[config.mk]
export PLATFORM = sky130hd
export DESIGN_NAME = alu_pipeline
export DESIGN_NICKNAME = d
export VERILOG_FILES = /design/src/source/alu_pkg.sv /design/src/source/alu_execute.sv /design/src/source/alu_issue_queue.sv /design/src/source/alu_pipeline.sv /design/src/source/alu_result_buf.sv /design/src/source/alu_uop_decode.sv
export SDC_FILE = /design/constraint.sdc
export NUM_CORES = 1
export LEC_CHECK = 0
export ABC_AREA = 1
export BUFFER_PORTS_ARGS = -buffer_cell sky130_fd_sc_hd__buf_2
export CORE_MARGIN = 1
export CORE_UTILIZATION = 67
export CTS_CLUSTER_DIAMETER = 100
export DETAILED_ROUTE_END_ITERATION = 10
export GPL_TIMING_DRIVEN = 0
export PLACE_DENSITY = 0.86
export SYNTH_ARGS = -nofsm -noshare
export SYNTH_HDL_FRONTEND = slang
export SYNTH_HIERARCHICAL = 1
export SYNTH_SLANG_ARGS = --single-unit
[constraint.sdc]
create_clock -name clk -period 10.88 [get_ports clk]
set_input_delay 1.632 -clock clk [delete_from_list [all_inputs] [get_ports clk]]
set_output_delay 1.632 -clock clk [all_outputs]
set_load 0.005 [all_outputs]
[src/source/alu_pkg.sv]
// ALU lane shared definitions
`default_nettype none

package alu_pkg;

   // Datapath widths
   localparam int ALU_DW   = 32;          // Operand / result width
   localparam int REG_AW   = 5;           // Architectural register address
   localparam int ROB_AW   = 4;           // Reorder buffer id

   // Issue queue geometry
   localparam int IQ_DEPTH = 4;
   localparam int IQ_IW    = $clog2(IQ_DEPTH); // Entry index width

   // Micro-op layout, {rel, opc}
   localparam int OPC_W    = 4;
   localparam int REL_W    = 15;
   localparam int UOP_W    = REL_W + OPC_W; // 19 bits total

   // One-hot op bus, bit k-1 <-> opcode k
   localparam int ALU_IOPW = 13;

   typedef logic [ALU_DW-1:0]   alu_data_t;
   typedef logic [REG_AW-1:0]   reg_addr_t;
   typedef logic [ROB_AW-1:0]   rob_id_t;
   typedef logic [UOP_W-1:0]    alu_uop_t;
   typedef logic [ALU_IOPW-1:0] alu_opc_bus_t;

   // Opcodes, NOP has no bus bit
   typedef enum logic [OPC_W-1:0]
   {
      OPC_NOP  = 4'd0,
      OPC_ADD  = 4'd1,
      OPC_SUB  = 4'd2,
      OPC_AND  = 4'd3,
      OPC_OR   = 4'd4,
      OPC_XOR  = 4'd5,
      OPC_SLL  = 4'd6,   // Shift amount from B[4:0]
      OPC_SRL  = 4'd7,
      OPC_SRA  = 4'd8,
      OPC_SLT  = 4'd9,   // Signed compare
      OPC_SLTU = 4'd10,  // Unsigned compare
      OPC_BEQ  = 4'd11,  // Relative branch, taken on A==B
      OPC_BNE  = 4'd12,  // Relative branch, taken on A!=B
      OPC_JR   = 4'd13   // Register jump, always taken
   } alu_opc_e;

   // Codes 14 and 15 unused
   // Decode maps them to an empty bus

endpackage

`default_nettype wire

[src/source/alu_execute.sv]
// ALU execute stage
`timescale 1ns/1ps
`default_nettype none

module alu_execute
   import alu_pkg::*;
(
   input  wire          clk,
   input  wire          i_rst,
   input  wire          i_flush,
   input  wire          i_valid,
   output logic         o_ready,
   input  alu_opc_bus_t i_opc_bus,
   input  alu_data_t    i_rel,
   input  rob_id_t      i_id,
   input  alu_data_t    i_op1,
   input  alu_data_t    i_op2,
   input  wire          i_ready,
   output logic         o_valid,
   output alu_data_t    o_data,
   output rob_id_t      o_id,
   output logic         o_branch_op,
   output logic         o_rel_taken,
   output logic         o_reg_taken
);

   alu_data_t  sum;
   alu_data_t  dif;
   alu_data_t  sll;
   alu_data_t  srl;
   alu_data_t  sra;
   alu_data_t  res;
   logic [4:0] shamt;
   logic       lt_s;
   logic       lt_u;
   logic       eq;
   logic       is_beq;
   logic       is_bne;
   logic       is_jr;
   logic       accept;

   // Functional units
   assign sum   = i_op1 + i_op2;            // Wraps at 32 bits
   assign dif   = i_op1 - i_op2;
   assign shamt = i_op2[4:0];
   assign sll   = i_op1 << shamt;
   assign srl   = i_op1 >> shamt;
   assign sra   = alu_data_t'($signed(i_op1) >>> shamt);
   assign lt_s  = $signed(i_op1) < $signed(i_op2);
   assign lt_u  = i_op1 < i_op2;
   assign eq    = i_op1 == i_op2;

   assign is_beq = i_opc_bus[OPC_BEQ-1];
   assign is_bne = i_opc_bus[OPC_BNE-1];
   assign is_jr  = i_opc_bus[OPC_JR-1];

   // One-hot result select, empty bus gives zero
   assign res = ({ALU_DW{i_opc_bus[OPC_ADD-1]}}  & sum)
              | ({ALU_DW{i_opc_bus[OPC_SUB-1]}}  & dif)
              | ({ALU_DW{i_opc_bus[OPC_AND-1]}}  & (i_op1 & i_op2))
              | ({ALU_DW{i_opc_bus[OPC_OR-1]}}   & (i_op1 | i_op2))
              | ({ALU_DW{i_opc_bus[OPC_XOR-1]}}  & (i_op1 ^ i_op2))
              | ({ALU_DW{i_opc_bus[OPC_SLL-1]}}  & sll)
              | ({ALU_DW{i_opc_bus[OPC_SRL-1]}}  & srl)
              | ({ALU_DW{i_opc_bus[OPC_SRA-1]}}  & sra)
              | ({ALU_DW{i_opc_bus[OPC_SLT-1]}}  & {{(ALU_DW-1){1'b0}}, lt_s})
              | ({ALU_DW{i_opc_bus[OPC_SLTU-1]}} & {{(ALU_DW-1){1'b0}}, lt_u})
              | ({ALU_DW{is_beq | is_bne}}       & i_rel)   // Branch target offset
              | ({ALU_DW{is_jr}}                 & i_op1);  // Jump target register

   assign o_ready = ~o_valid | i_ready;
   assign accept  = i_valid & o_ready;

   always_ff @(posedge clk)
   begin
      if (i_rst || i_flush)
         o_valid <= 1'b0;
      else if (o_ready)
         o_valid <= i_valid;
   end

   always_ff @(posedge clk)
   begin
      if (accept)
      begin
         o_data      <= res;
         o_id        <= i_id;
         o_branch_op <= is_beq | is_bne | is_jr;
         o_rel_taken <= (is_beq & eq) | (is_bne & ~eq);
         o_reg_taken <= is_jr;             // JR always taken
      end
   end

endmodule

`default_nettype wire

[src/source/alu_issue_queue.sv]
// ALU out-of-order issue queue
`timescale 1ns/1ps
`default_nettype none

module alu_issue_queue
   import alu_pkg::*;
(
   input  wire       clk,
   input  wire       i_rst,
   input  wire       i_flush,
   // Dispatch side
   input  wire       i_issue_valid,
   output logic      o_issue_ready,
   input  alu_uop_t  i_issue_uop,
   input  rob_id_t   i_issue_id,
   input  wire       i_rs1_rdy,
   input  wire       i_rs2_rdy,
   input  alu_data_t i_rs1_dat,
   input  alu_data_t i_rs2_dat,
   input  reg_addr_t i_rs1_addr,
   input  reg_addr_t i_rs2_addr,
   // Bypass broadcast
   input  wire       i_byp_valid,
   input  alu_data_t i_byp_data,
   input  reg_addr_t i_byp_addr,
   // Toward decode
   input  wire       i_fu_ready,
   output logic      o_fu_valid,
   output alu_uop_t  o_fu_uop,
   output rob_id_t   o_fu_id,
   output alu_data_t o_fu_op1,
   output alu_data_t o_fu_op2
);

   logic [IQ_DEPTH-1:0] ent_valid;     // Entry occupied
   logic [IQ_DEPTH-1:0] ent_rdy1;      // rs1 known
   logic [IQ_DEPTH-1:0] ent_rdy2;      // rs2 known
   logic [IQ_DEPTH-1:0] ent_ready;     // Both known, may be selected
   logic [IQ_DEPTH-1:0] wake1;
   logic [IQ_DEPTH-1:0] wake2;

   alu_uop_t  ent_uop   [IQ_DEPTH];
   rob_id_t   ent_id    [IQ_DEPTH];
   alu_data_t ent_dat1  [IQ_DEPTH];
   alu_data_t ent_dat2  [IQ_DEPTH];
   reg_addr_t ent_addr1 [IQ_DEPTH];
   reg_addr_t ent_addr2 [IQ_DEPTH];

   logic [IQ_IW-1:0] wr_idx;           // Lowest free slot
   logic [IQ_IW-1:0] sel_idx;          // Lowest ready slot
   logic             iss_fire;
   logic             fu_fire;
   logic             in_rdy1;
   logic             in_rdy2;
   alu_data_t        in_dat1;
   alu_data_t        in_dat2;

   // Bypass hit on the incoming uop, same edge
   assign in_rdy1 = i_rs1_rdy | (i_byp_valid & (i_byp_addr == i_rs1_addr));
   assign in_rdy2 = i_rs2_rdy | (i_byp_valid & (i_byp_addr == i_rs2_addr));
   assign in_dat1 = i_rs1_rdy ? i_rs1_dat : i_byp_data;
   assign in_dat2 = i_rs2_rdy ? i_rs2_dat : i_byp_data;

   assign o_issue_ready = ~&ent_valid;  // Any free slot
   assign iss_fire      = i_issue_valid & o_issue_ready;
   assign fu_fire       = o_fu_valid & i_fu_ready;

   assign ent_ready = ent_valid & ent_rdy1 & ent_rdy2;
   assign o_fu_valid = |ent_ready;

   always_comb
   begin
      wr_idx  = '0;
      sel_idx = '0;
      wake1   = '0;
      wake2   = '0;
      // Downward scan leaves the lowest index
      for (int k = IQ_DEPTH - 1; k >= 0; k--)
      begin
         if (!ent_valid[k])
            wr_idx = IQ_IW'(k);
         if (ent_ready[k])
            sel_idx = IQ_IW'(k);
      end
      for (int k = 0; k < IQ_DEPTH; k++)
      begin
         wake1[k] = ent_valid[k] & ~ent_rdy1[k] & i_byp_valid & (ent_addr1[k] == i_byp_addr);
         wake2[k] = ent_valid[k] & ~ent_rdy2[k] & i_byp_valid & (ent_addr2[k] == i_byp_addr);
      end
   end

   // Occupancy and readiness
   always_ff @(posedge clk)
   begin
      if (i_rst || i_flush)
      begin
         ent_valid <= '0;
         ent_rdy1  <= '0;
         ent_rdy2  <= '0;
      end
      else
      begin
         for (int k = 0; k < IQ_DEPTH; k++)
         begin
            if (iss_fire && (wr_idx == IQ_IW'(k)))
            begin
               ent_valid[k] <= 1'b1;
               ent_rdy1[k]  <= in_rdy1;
               ent_rdy2[k]  <= in_rdy2;
            end
            else
            begin
               if (fu_fire && (sel_idx == IQ_IW'(k)))
                  ent_valid[k] <= 1'b0;   // Leaves toward decode
               if (wake1[k])
                  ent_rdy1[k] <= 1'b1;
               if (wake2[k])
                  ent_rdy2[k] <= 1'b1;
            end
         end
      end
   end

   // Payload, no reset
   always_ff @(posedge clk)
   begin
      for (int k = 0; k < IQ_DEPTH; k++)
      begin
         if (iss_fire && (wr_idx == IQ_IW'(k)))
         begin
            ent_uop[k]   <= i_issue_uop;
            ent_id[k]    <= i_issue_id;
            ent_dat1[k]  <= in_dat1;
            ent_dat2[k]  <= in_dat2;
            ent_addr1[k] <= i_rs1_addr;
            ent_addr2[k] <= i_rs2_addr;
         end
         else
         begin
            if (wake1[k])
               ent_dat1[k] <= i_byp_data;  // Late operand capture
            if (wake2[k])
               ent_dat2[k] <= i_byp_data;
         end
      end
   end

   assign o_fu_uop = ent_uop[sel_idx];
   assign o_fu_id  = ent_id[sel_idx];
   assign o_fu_op1 = ent_dat1[sel_idx];
   assign o_fu_op2 = ent_dat2[sel_idx];

endmodule

`default_nettype wire

[src/source/alu_pipeline.sv]
// ALU lane top level
`timescale 1ns/1ps
`default_nettype none

module alu_pipeline
   import alu_pkg::*;
(
   input  wire       clk,
   input  wire       i_rst,
   input  wire       i_flush,
   // Issue from dispatch
   input  wire       i_issue_valid,
   output logic      o_issue_ready,
   input  alu_uop_t  i_issue_uop,
   input  rob_id_t   i_issue_id,
   input  wire       i_rs1_rdy,
   input  alu_data_t i_rs1_dat,
   input  reg_addr_t i_rs1_addr,
   input  wire       i_rs2_rdy,
   input  alu_data_t i_rs2_dat,
   input  reg_addr_t i_rs2_addr,
   // Bypass strobe
   input  wire       i_byp_valid,
   input  alu_data_t i_byp_data,
   input  reg_addr_t i_byp_addr,
   // Writeback
   input  wire       i_wb_ready,
   output logic      o_wb_valid,
   output alu_data_t o_wb_data,
   output rob_id_t   o_wb_id,
   output logic      o_wb_branch_op,
   output logic      o_wb_rel_taken,
   output logic      o_wb_reg_taken
);

   // Queue -> decode
   logic         iq_valid;
   logic         decode_ready;
   alu_uop_t     iq_uop;
   rob_id_t      iq_id;
   alu_data_t    iq_op1;
   alu_data_t    iq_op2;
   // Decode -> execute
   logic         dec_valid;
   logic         exec_ready;
   alu_opc_bus_t dec_opc_bus;
   alu_data_t    dec_rel;
   rob_id_t      dec_id;
   alu_data_t    dec_op1;
   alu_data_t    dec_op2;
   // Execute -> result buffer
   logic         ex_valid;
   logic         buf_ready;
   alu_data_t    ex_data;
   rob_id_t      ex_id;
   logic         ex_branch_op;
   logic         ex_rel_taken;
   logic         ex_reg_taken;

   alu_issue_queue u_iq
   (
      .clk           (clk),
      .i_rst         (i_rst),
      .i_flush       (i_flush),
      .i_issue_valid (i_issue_valid),
      .o_issue_ready (o_issue_ready),
      .i_issue_uop   (i_issue_uop),
      .i_issue_id    (i_issue_id),
      .i_rs1_rdy     (i_rs1_rdy),
      .i_rs2_rdy     (i_rs2_rdy),
      .i_rs1_dat     (i_rs1_dat),
      .i_rs2_dat     (i_rs2_dat),
      .i_rs1_addr    (i_rs1_addr),
      .i_rs2_addr    (i_rs2_addr),
      .i_byp_valid   (i_byp_valid),
      .i_byp_data    (i_byp_data),
      .i_byp_addr    (i_byp_addr),
      .i_fu_ready    (decode_ready),
      .o_fu_valid    (iq_valid),
      .o_fu_uop      (iq_uop),
      .o_fu_id       (iq_id),
      .o_fu_op1      (iq_op1),
      .o_fu_op2      (iq_op2)
   );

   alu_uop_decode u_dec
   (
      .clk       (clk),
      .i_rst     (i_rst),
      .i_flush   (i_flush),
      .i_valid   (iq_valid),
      .o_ready   (decode_ready),
      .i_uop     (iq_uop),
      .i_id      (iq_id),
      .i_op1     (iq_op1),
      .i_op2     (iq_op2),
      .i_ready   (exec_ready),
      .o_valid   (dec_valid),
      .o_opc_bus (dec_opc_bus),
      .o_rel     (dec_rel),
      .o_id      (dec_id),
      .o_op1     (dec_op1),
      .o_op2     (dec_op2)
   );

   alu_execute u_exe
   (
      .clk         (clk),
      .i_rst       (i_rst),
      .i_flush     (i_flush),
      .i_valid     (dec_valid),
      .o_ready     (exec_ready),
      .i_opc_bus   (dec_opc_bus),
      .i_rel       (dec_rel),
      .i_id        (dec_id),
      .i_op1       (dec_op1),
      .i_op2       (dec_op2),
      .i_ready     (buf_ready),
      .o_valid     (ex_valid),
      .o_data      (ex_data),
      .o_id        (ex_id),
      .o_branch_op (ex_branch_op),
      .o_rel_taken (ex_rel_taken),
      .o_reg_taken (ex_reg_taken)
   );

   alu_result_buf u_rbuf
   (
      .clk            (clk),
      .i_rst          (i_rst),
      .i_flush        (i_flush),
      .i_valid        (ex_valid),
      .o_ready        (buf_ready),
      .i_data         (ex_data),
      .i_id           (ex_id),
      .i_branch_op    (ex_branch_op),
      .i_rel_taken    (ex_rel_taken),
      .i_reg_taken    (ex_reg_taken),
      .i_wb_ready     (i_wb_ready),
      .o_wb_valid     (o_wb_valid),
      .o_wb_data      (o_wb_data),
      .o_wb_id        (o_wb_id),
      .o_wb_branch_op (o_wb_branch_op),
      .o_wb_rel_taken (o_wb_rel_taken),
      .o_wb_reg_taken (o_wb_reg_taken)
   );

endmodule

`default_nettype wire

[src/source/alu_result_buf.sv]
// ALU writeback result FIFO
`timescale 1ns/1ps
`default_nettype none

module alu_result_buf
   import alu_pkg::*;
(
   input  wire       clk,
   input  wire       i_rst,
   input  wire       i_flush,
   input  wire       i_valid,
   output logic      o_ready,
   input  alu_data_t i_data,
   input  rob_id_t   i_id,
   input  wire       i_branch_op,
   input  wire       i_rel_taken,
   input  wire       i_reg_taken,
   input  wire       i_wb_ready,
   output logic      o_wb_valid,
   output alu_data_t o_wb_data,
   output rob_id_t   o_wb_id,
   output logic      o_wb_branch_op,
   output logic      o_wb_rel_taken,
   output logic      o_wb_reg_taken
);

   // Entry layout {data, id, branch_op, rel_taken, reg_taken}
   logic [ALU_DW+ROB_AW+2:0] mem [2];
   logic                     wr_ptr;
   logic                     rd_ptr;
   logic [1:0]               count;
   logic                     push;
   logic                     pop;

   assign o_ready    = (count != 2'd2);
   assign o_wb_valid = (count != 2'd0);
   assign push       = i_valid & o_ready;
   assign pop        = o_wb_valid & i_wb_ready;

   always_ff @(posedge clk)
   begin
      if (i_rst || i_flush)
      begin
         wr_ptr <= 1'b0;
         rd_ptr <= 1'b0;
         count  <= 2'd0;
      end
      else
      begin
         if (push)
            wr_ptr <= ~wr_ptr;
         if (pop)
            rd_ptr <= ~rd_ptr;
         count <= count + {1'b0, push} - {1'b0, pop};  // Net occupancy change
      end
   end

   always_ff @(posedge clk)
   begin
      if (push)
         mem[wr_ptr] <= {i_data, i_id, i_branch_op, i_rel_taken, i_reg_taken};
   end

   // Head entry drives writeback, holds until popped
   assign {o_wb_data, o_wb_id, o_wb_branch_op, o_wb_rel_taken, o_wb_reg_taken} = mem[rd_ptr];

endmodule

`default_nettype wire

[src/source/alu_uop_decode.sv]
// ALU micro-op decode stage
`timescale 1ns/1ps
`default_nettype none

module alu_uop_decode
   import alu_pkg::*;
(
   input  wire          clk,
   input  wire          i_rst,
   input  wire          i_flush,
   input  wire          i_valid,
   output logic         o_ready,
   input  alu_uop_t     i_uop,
   input  rob_id_t      i_id,
   input  alu_data_t    i_op1,
   input  alu_data_t    i_op2,
   input  wire          i_ready,
   output logic         o_valid,
   output alu_opc_bus_t o_opc_bus,
   output alu_data_t    o_rel,
   output rob_id_t      o_id,
   output alu_data_t    o_op1,
   output alu_data_t    o_op2
);

   alu_opc_e         opc;
   logic [REL_W-1:0] rel;
   alu_opc_bus_t     opc_bus;
   logic             accept;

   assign {rel, opc} = {i_uop[UOP_W-1:OPC_W], alu_opc_e'(i_uop[OPC_W-1:0])};

   always_comb
   begin
      opc_bus = '0;
      for (int k = 1; k <= ALU_IOPW; k++)
         opc_bus[k-1] = (opc == alu_opc_e'(k));  // Codes 14/15 match nothing
   end

   assign o_ready = ~o_valid | i_ready;   // Empty or draining
   assign accept  = i_valid & o_ready;

   always_ff @(posedge clk)
   begin
      if (i_rst || i_flush)
         o_valid <= 1'b0;
      else if (o_ready)
         o_valid <= i_valid;
   end

   always_ff @(posedge clk)
   begin
      if (accept)
      begin
         o_opc_bus <= opc_bus;
         o_rel     <= {{(ALU_DW-REL_W){rel[REL_W-1]}}, rel};  // Sign extend
         o_id      <= i_id;
         o_op1     <= i_op1;
         o_op2     <= i_op2;
      end
   end

endmodule

`default_nettype wire

==> results of run 1 <==
per-layer routing:
| layer | overflow | track usage |
|---|---|---|
| met5 | 0 | 0.355 |
| met2 | 28 | 0.889 |
| met4 | 20 | 0.662 |
| met1 | 3 | 0.750 |
| met3 | 2 | 0.629 |
logic make-up after synthesis:
kind of cell,Yosys count
compound gates,544
fa+ha+maj,100
buf+inv,676
xor+xnor,35
simple gates,2439
flops,620
mux,39
per-stage QoR:
step           hold slack (ns)  cell area, um2  utilization
2_1_floorplan            0.400           36700            -
3_3_place_gp             0.406           38500        0.713
3_5_place_dp             0.412           38800        0.719
4_1_cts                  0.427           40700        0.756
==> results list, run 1 <==
- The flow did not finish.
* Failed at: global routing
* First reported error: [ERROR GRT-0232] Routing congestion too high. Check the congestion heatmap in the GUI.
- After clock tree synthesis, the setup repair step added 0 buffers.
- Most common cell in the synthesized netlist: nand2_1
- Antenna violations before repair: 19
- From left edge to right edge, the die measures 236 um.
* Synth warnings: 6
* Final global-route overflow total: 53
* Library cell used as clock root buffer: clkbuf_16
* XOR/XNOR share of the synthesized area: 0.00835
- The number of clock buffers added by TritonCTS is 60.
- Number of standard cells after synthesis: 4453
- Synthesis inferred 620 register bits.
* Portion of the post-synthesis area used by sequential elements: 0.502
- CTS H-tree depth: 2
- Dominant combinational cell family by area after synthesis: simple AND/OR/NAND/NOR gates
* Count of flip-flops with a built-in enable after synthesis: 601
- RePlAce Congestion: 1.17
- Initial Util: 0.681
- After clock tree synthesis, the repair step resized 0 gates.
* Post-DP HPWL: between 100000 and 150000 um
- Largest net degree at the start of global routing: 36
* Post-synthesis share of cell area spent on full adders, half adders and majority gates: 0.0345
* Most instantiated flip-flop cell in the synthesis netlist: edfxtp_1
- After synthesis, the netlist uses 58 different library cells.
* Number of hold buffers added after cts: 0
* Worst setup timing slack at the placement stage: 6.92 ns
* Worst-case clock buffer depth: 3
- Across every metal layer, demand over resource in global routing totals 0.740.
- Cell type with the largest total area after synthesis: edfxtp_1
- The clock net in this run drives a total of 620 sinks.
* Post-synth design cell area: about 37000 um2
- Synthesized area divided by synthesized cell count: 8.24 um2
* Count of placed standard cells including taps: 5340
* Total I/O pin count: around 180
- Of the total synthesized cell area, the portion taken by AND, OR, NAND and NOR gates is 0.284.
- Row generation in the floorplan step produced 85 rows.
* Synth async-reset ratio: 0
- Height of the chip: 236 um
- The commonest cells after synthesis are nand2_1 (1360), edfxtp_1 (601), nand3_1 (557), inv_1 (423), nor2_1 (308).
- Proportion of netlist area held by the largest area contributor: 0.492
- Share of cell area taken by muxes after synthesis: 0.0130
- In this run the tool buffered the top-level ports with 178 buffer cells.
* Cell types occupying the most area after synthesis: edfxtp_1 (49%), nand2_1 (14%), nand3_1 (7.6%)
- The share of the synthesized area in compound gates (AO/OA/AOI/OAI) came to 0.0788.
- When the netlist entered floorplanning its net count stood at between 4000 and 5000.
==> run 2: changes to the inputs <==
CORE_UTILIZATION = 40   (was 67)
CTS_CLUSTER_DIAMETER = unset   (was 100)
PLACE_DENSITY = unset   (was 0.86)
PLACE_DENSITY_LB_ADDON = 0.15   (was unset)
==> results list, run 2 <==
* TritonCTS clock tree: yes
* Sort of element at the start of the critical path: register
* Worst setup slack for register-to-register paths: 6.54 ns
- Data on the critical path arrives at its endpoint at 4.60 ns.
- At the end of the flow, the number of nets in the layout was between 4000 and 5000.
* Storage element area: roughly 18000 um2
* Antenna violations before repair: 2
- After detailed routing, the average wire length per cell comes to 25.3 um.
* Library cell contributing the largest single delay on the critical path: nor4_2
- The total number of H-tree levels was 3 (+1).
* Count of flip-flops with a built-in enable after synthesis: 601 (unchanged)
- For this run, the top clock speed supported by timing is around 0.23 GHz.
- The synthesized area per cell came to 8.24 um2 (unchanged).
* Most common cell after layout, fill and taps aside: nand2_1
- Final critical path time including I/O delays and setup: 4.34 ns
- Once layout is complete, the cells apart from fillers number 5951.
- The tightest hold path in the finished design has a slack of 0.405 ns.
- The die span in y is 305 um (+29%).
* Horizontal die dimension: 305 um (+29%)
* Total clock sinks: 620 (unchanged)
- Summed over all instances, the cell type with the most area after synthesis is edfxtp_1.
- Detailed-routed wire length on met2: 70000 um
- The first global-routing pass estimated approximately 220000 um of wire.
* Synth warnings: 6 (unchanged)
* Post-route cell area: 41700 um2
- The number of synthesized register bits is 620 (unchanged).
* Largest net degree at the start of global routing: 36
* Nets in the synthesized netlist: 4695 (unchanged)
- Proportion of netlist area held by the largest area contributor: 0.492 (unchanged)
- After detailed routing, the met3 layer carries 11700 um of wire.
* Post-cts resize count: 0 (unchanged)
* Count of placed standard cells including taps: 5826 (+9.1%)
* Actual transition at the worst max-transition pin: 1.12 ns
- Summing all multi-input logic gate instances after layout gives roughly 15000 um2.
* Total Negative Setup Slacks: 0 ns
- The distinct cell type count after synthesis was 58 (unchanged).
* Leading cell types in the layout, fill and taps excluded: nand2_1 (1352), edfxtp_1 (601), nand3_1 (557)
- Total I/O pin count: 183 (unchanged)
- Type of the setup path with the least slack: register to register
- The first TritonRoute pass finished after 6 iterations.
- The later pin in the worst-skew pair is clocked with a latency of 0.64 ns.
- Worst supply voltage drop on vdd: 0.0916 mV
- Leakage: approximately 18 nW
- Status: completed
- The commonest cells after synthesis are nand2_1 (1360), edfxtp_1 (601), nand3_1 (557), inv_1 (423), nor2_1 (308).
- Critical Path Fanout Max: 11
* Iteration-0 DRC count of the detailed router: 4221
- STA classifies the critical path endpoint as a register.
* Initial Util: 0.406 (-0.275)
* Crit-path cells: inv_2, buf_2, clkbuf_1, ha_1, nor2_1, nand3_1, nor4_2, o21ai_0
- Detailed-route wire length on metal 1: 61100 um
- Final global-route overflow total: 0
- The most common cell in the synthesized netlist is nand2_1.
- Library cell used as clock root buffer: clkbuf_16
- The number of I/O port buffers was 178 (unchanged).
* Die ar.: 93000 um2
- The last weighted congestion value of the routability-driven placer was 1.02 (-13%).
- Number of hold buffers added after cts: 0 (unchanged)
* DRC violations left: 0
- Slew HR: 0.246
- Of the cells placed in the final design, the portion with a size suffix greater than 1 is 0.114.
- In this design, the stage delay of the slowest critical-path cell is slightly above 0.8 ns.
* Unrepaired setup endpoints after global routing: no
- The via count of the first global-routing pass was 31259.
- After synthesis, the cell types taking the most area are edfxtp_1 (49%), nand2_1 (14%), nand3_1 (7.6%).
* Synth async-reset ratio: 0 (unchanged)
* Via density: ~5.6
- Across every metal layer, demand over resource in global routing totals 0.319.
* Area inside the core boundary: 90400 um2
* Path class of the lowest-slack min-delay path: register to register
* Number of buffers added by the clock tree synthesis step: 70 (+17%)
- STA puts the critical path data required time at about 11 ns.
* # setup viols final: 0
* Antenna viol nets, final: 0
* Hold Fails Final Rpt: 0
- The total half-perimeter wirelength after legalization and detailed placement came to 116000 um (+7.3%).
- The final route contains 33118 vias.
- Number of max-slew violations in the final report: 0
- Total detailed-routing wirelength: 150000 um
* Layout-stage area growth over the synthesis result: 13.5%
- Largest regs: u_iq/ent_dat1: 128 flops, u_iq/ent_dat2: 128 flops, u_rbuf/mem: 78 flops
- The buffer count from post-CTS setup fixing is 0 (unchanged).
* FILL cells: 9032
- At the end of the flow the core is filled with cells to 0.461.
- Total power density per cell area: roughly 120 nW/um2
* Max cap viols: 0
- Cell Rows: 110 (+29%)
- Number of standard cells after synthesis: 4453 (unchanged)
- Layout Skew: 0.0453 ns
- Cell area reported after detailed placement: 39500 um2 (+1.9%)
- Post-synth design cell area: 36700 um2 (unchanged)
- The sequential fraction of the synthesis area was 0.502 (unchanged).
- Highest metal layer with signal wires: met4
- Clock-pin slew on the worst setup and hold paths: 0.06 ns
* Most instantiated flip-flop cell in the synthesis netlist: edfxtp_1
- Worst-case clock buffer depth: 3 (unchanged)
- Dividing the final minimum period by the clock period gives 0.399.
==> run 2: layout make-up <==
class                   instances  area share
inverters                     432      0.0390
clock inverters                32     0.00760
repair buffers                197      0.0298
plain buffers                 244      0.0309
diodes                          3    0.000180
multi-input cells            3157       0.370
well taps                    1176      0.0353
clock buffers                  90      0.0444
flip-flops and latches        620       0.442
==> run 2: worst paths after layout <==
path	start	endpoint	cells past startpoint
max	u_dec/o_op2[3]	u_exe/o_rel_taken	8
min	u_exe/o_data[13]	u_rbuf/mem[0][20]	0
max reg2reg	u_dec/o_op2[3]	u_exe/o_rel_taken	8
min reg2reg	u_exe/o_data[13]	u_rbuf/mem[0][20]	0
==> run 2: critical path, delay by kind of cell (launching register included) <==
| kind | cells | cell delay, ns |
|---|---|---|
| AO/OA/AOI/OAI | 1 | 0.42 |
| adder cells (fa/ha/maj) | 1 | 0.50 |
| AND/OR/NAND/NOR | 3 | 1.35 |
| buffers and inverters | 3 | 1.15 |
| flip-flops | 1 | 0.54 |
==> run 2: per-layer routing <==
metal / track usage / up-vias
met2: 0.520 / 1588
met5: 0 / -
met4: 0.150 / 0
met3: 0.0412 / 278
met1: 0.421 / 15740
li1: - / 15512
==> run 2: metrics by stage <==
stage	total power [W]	worst slack, ns
6_report	0.00519	6.54
5_1_grt	0.00535	6.45
4_1_cts	0.00524	6.60
3_5_place_dp	0.00298	6.62
3_3_place_gp	0.00297	1.91
2_1_floorplan	0.00286	4.85
==> run 2: cell families after synthesis <==
logic type      share of synthesized area
mux                                0.0130
buf+inv                            0.0794
flops                               0.502
xor+xnor                          0.00835
simple gates                        0.284
fa+ha+maj                          0.0345
compound gates                     0.0788
==> run 2: where the power goes <==
part,switching (W),internal [W]
logic,0.000176,0.0000850
registers,0.0000105,0.00266
clock network,0.000955,0.00130
total,0.00114,0.00405
(Power assumes the default switching activity.)
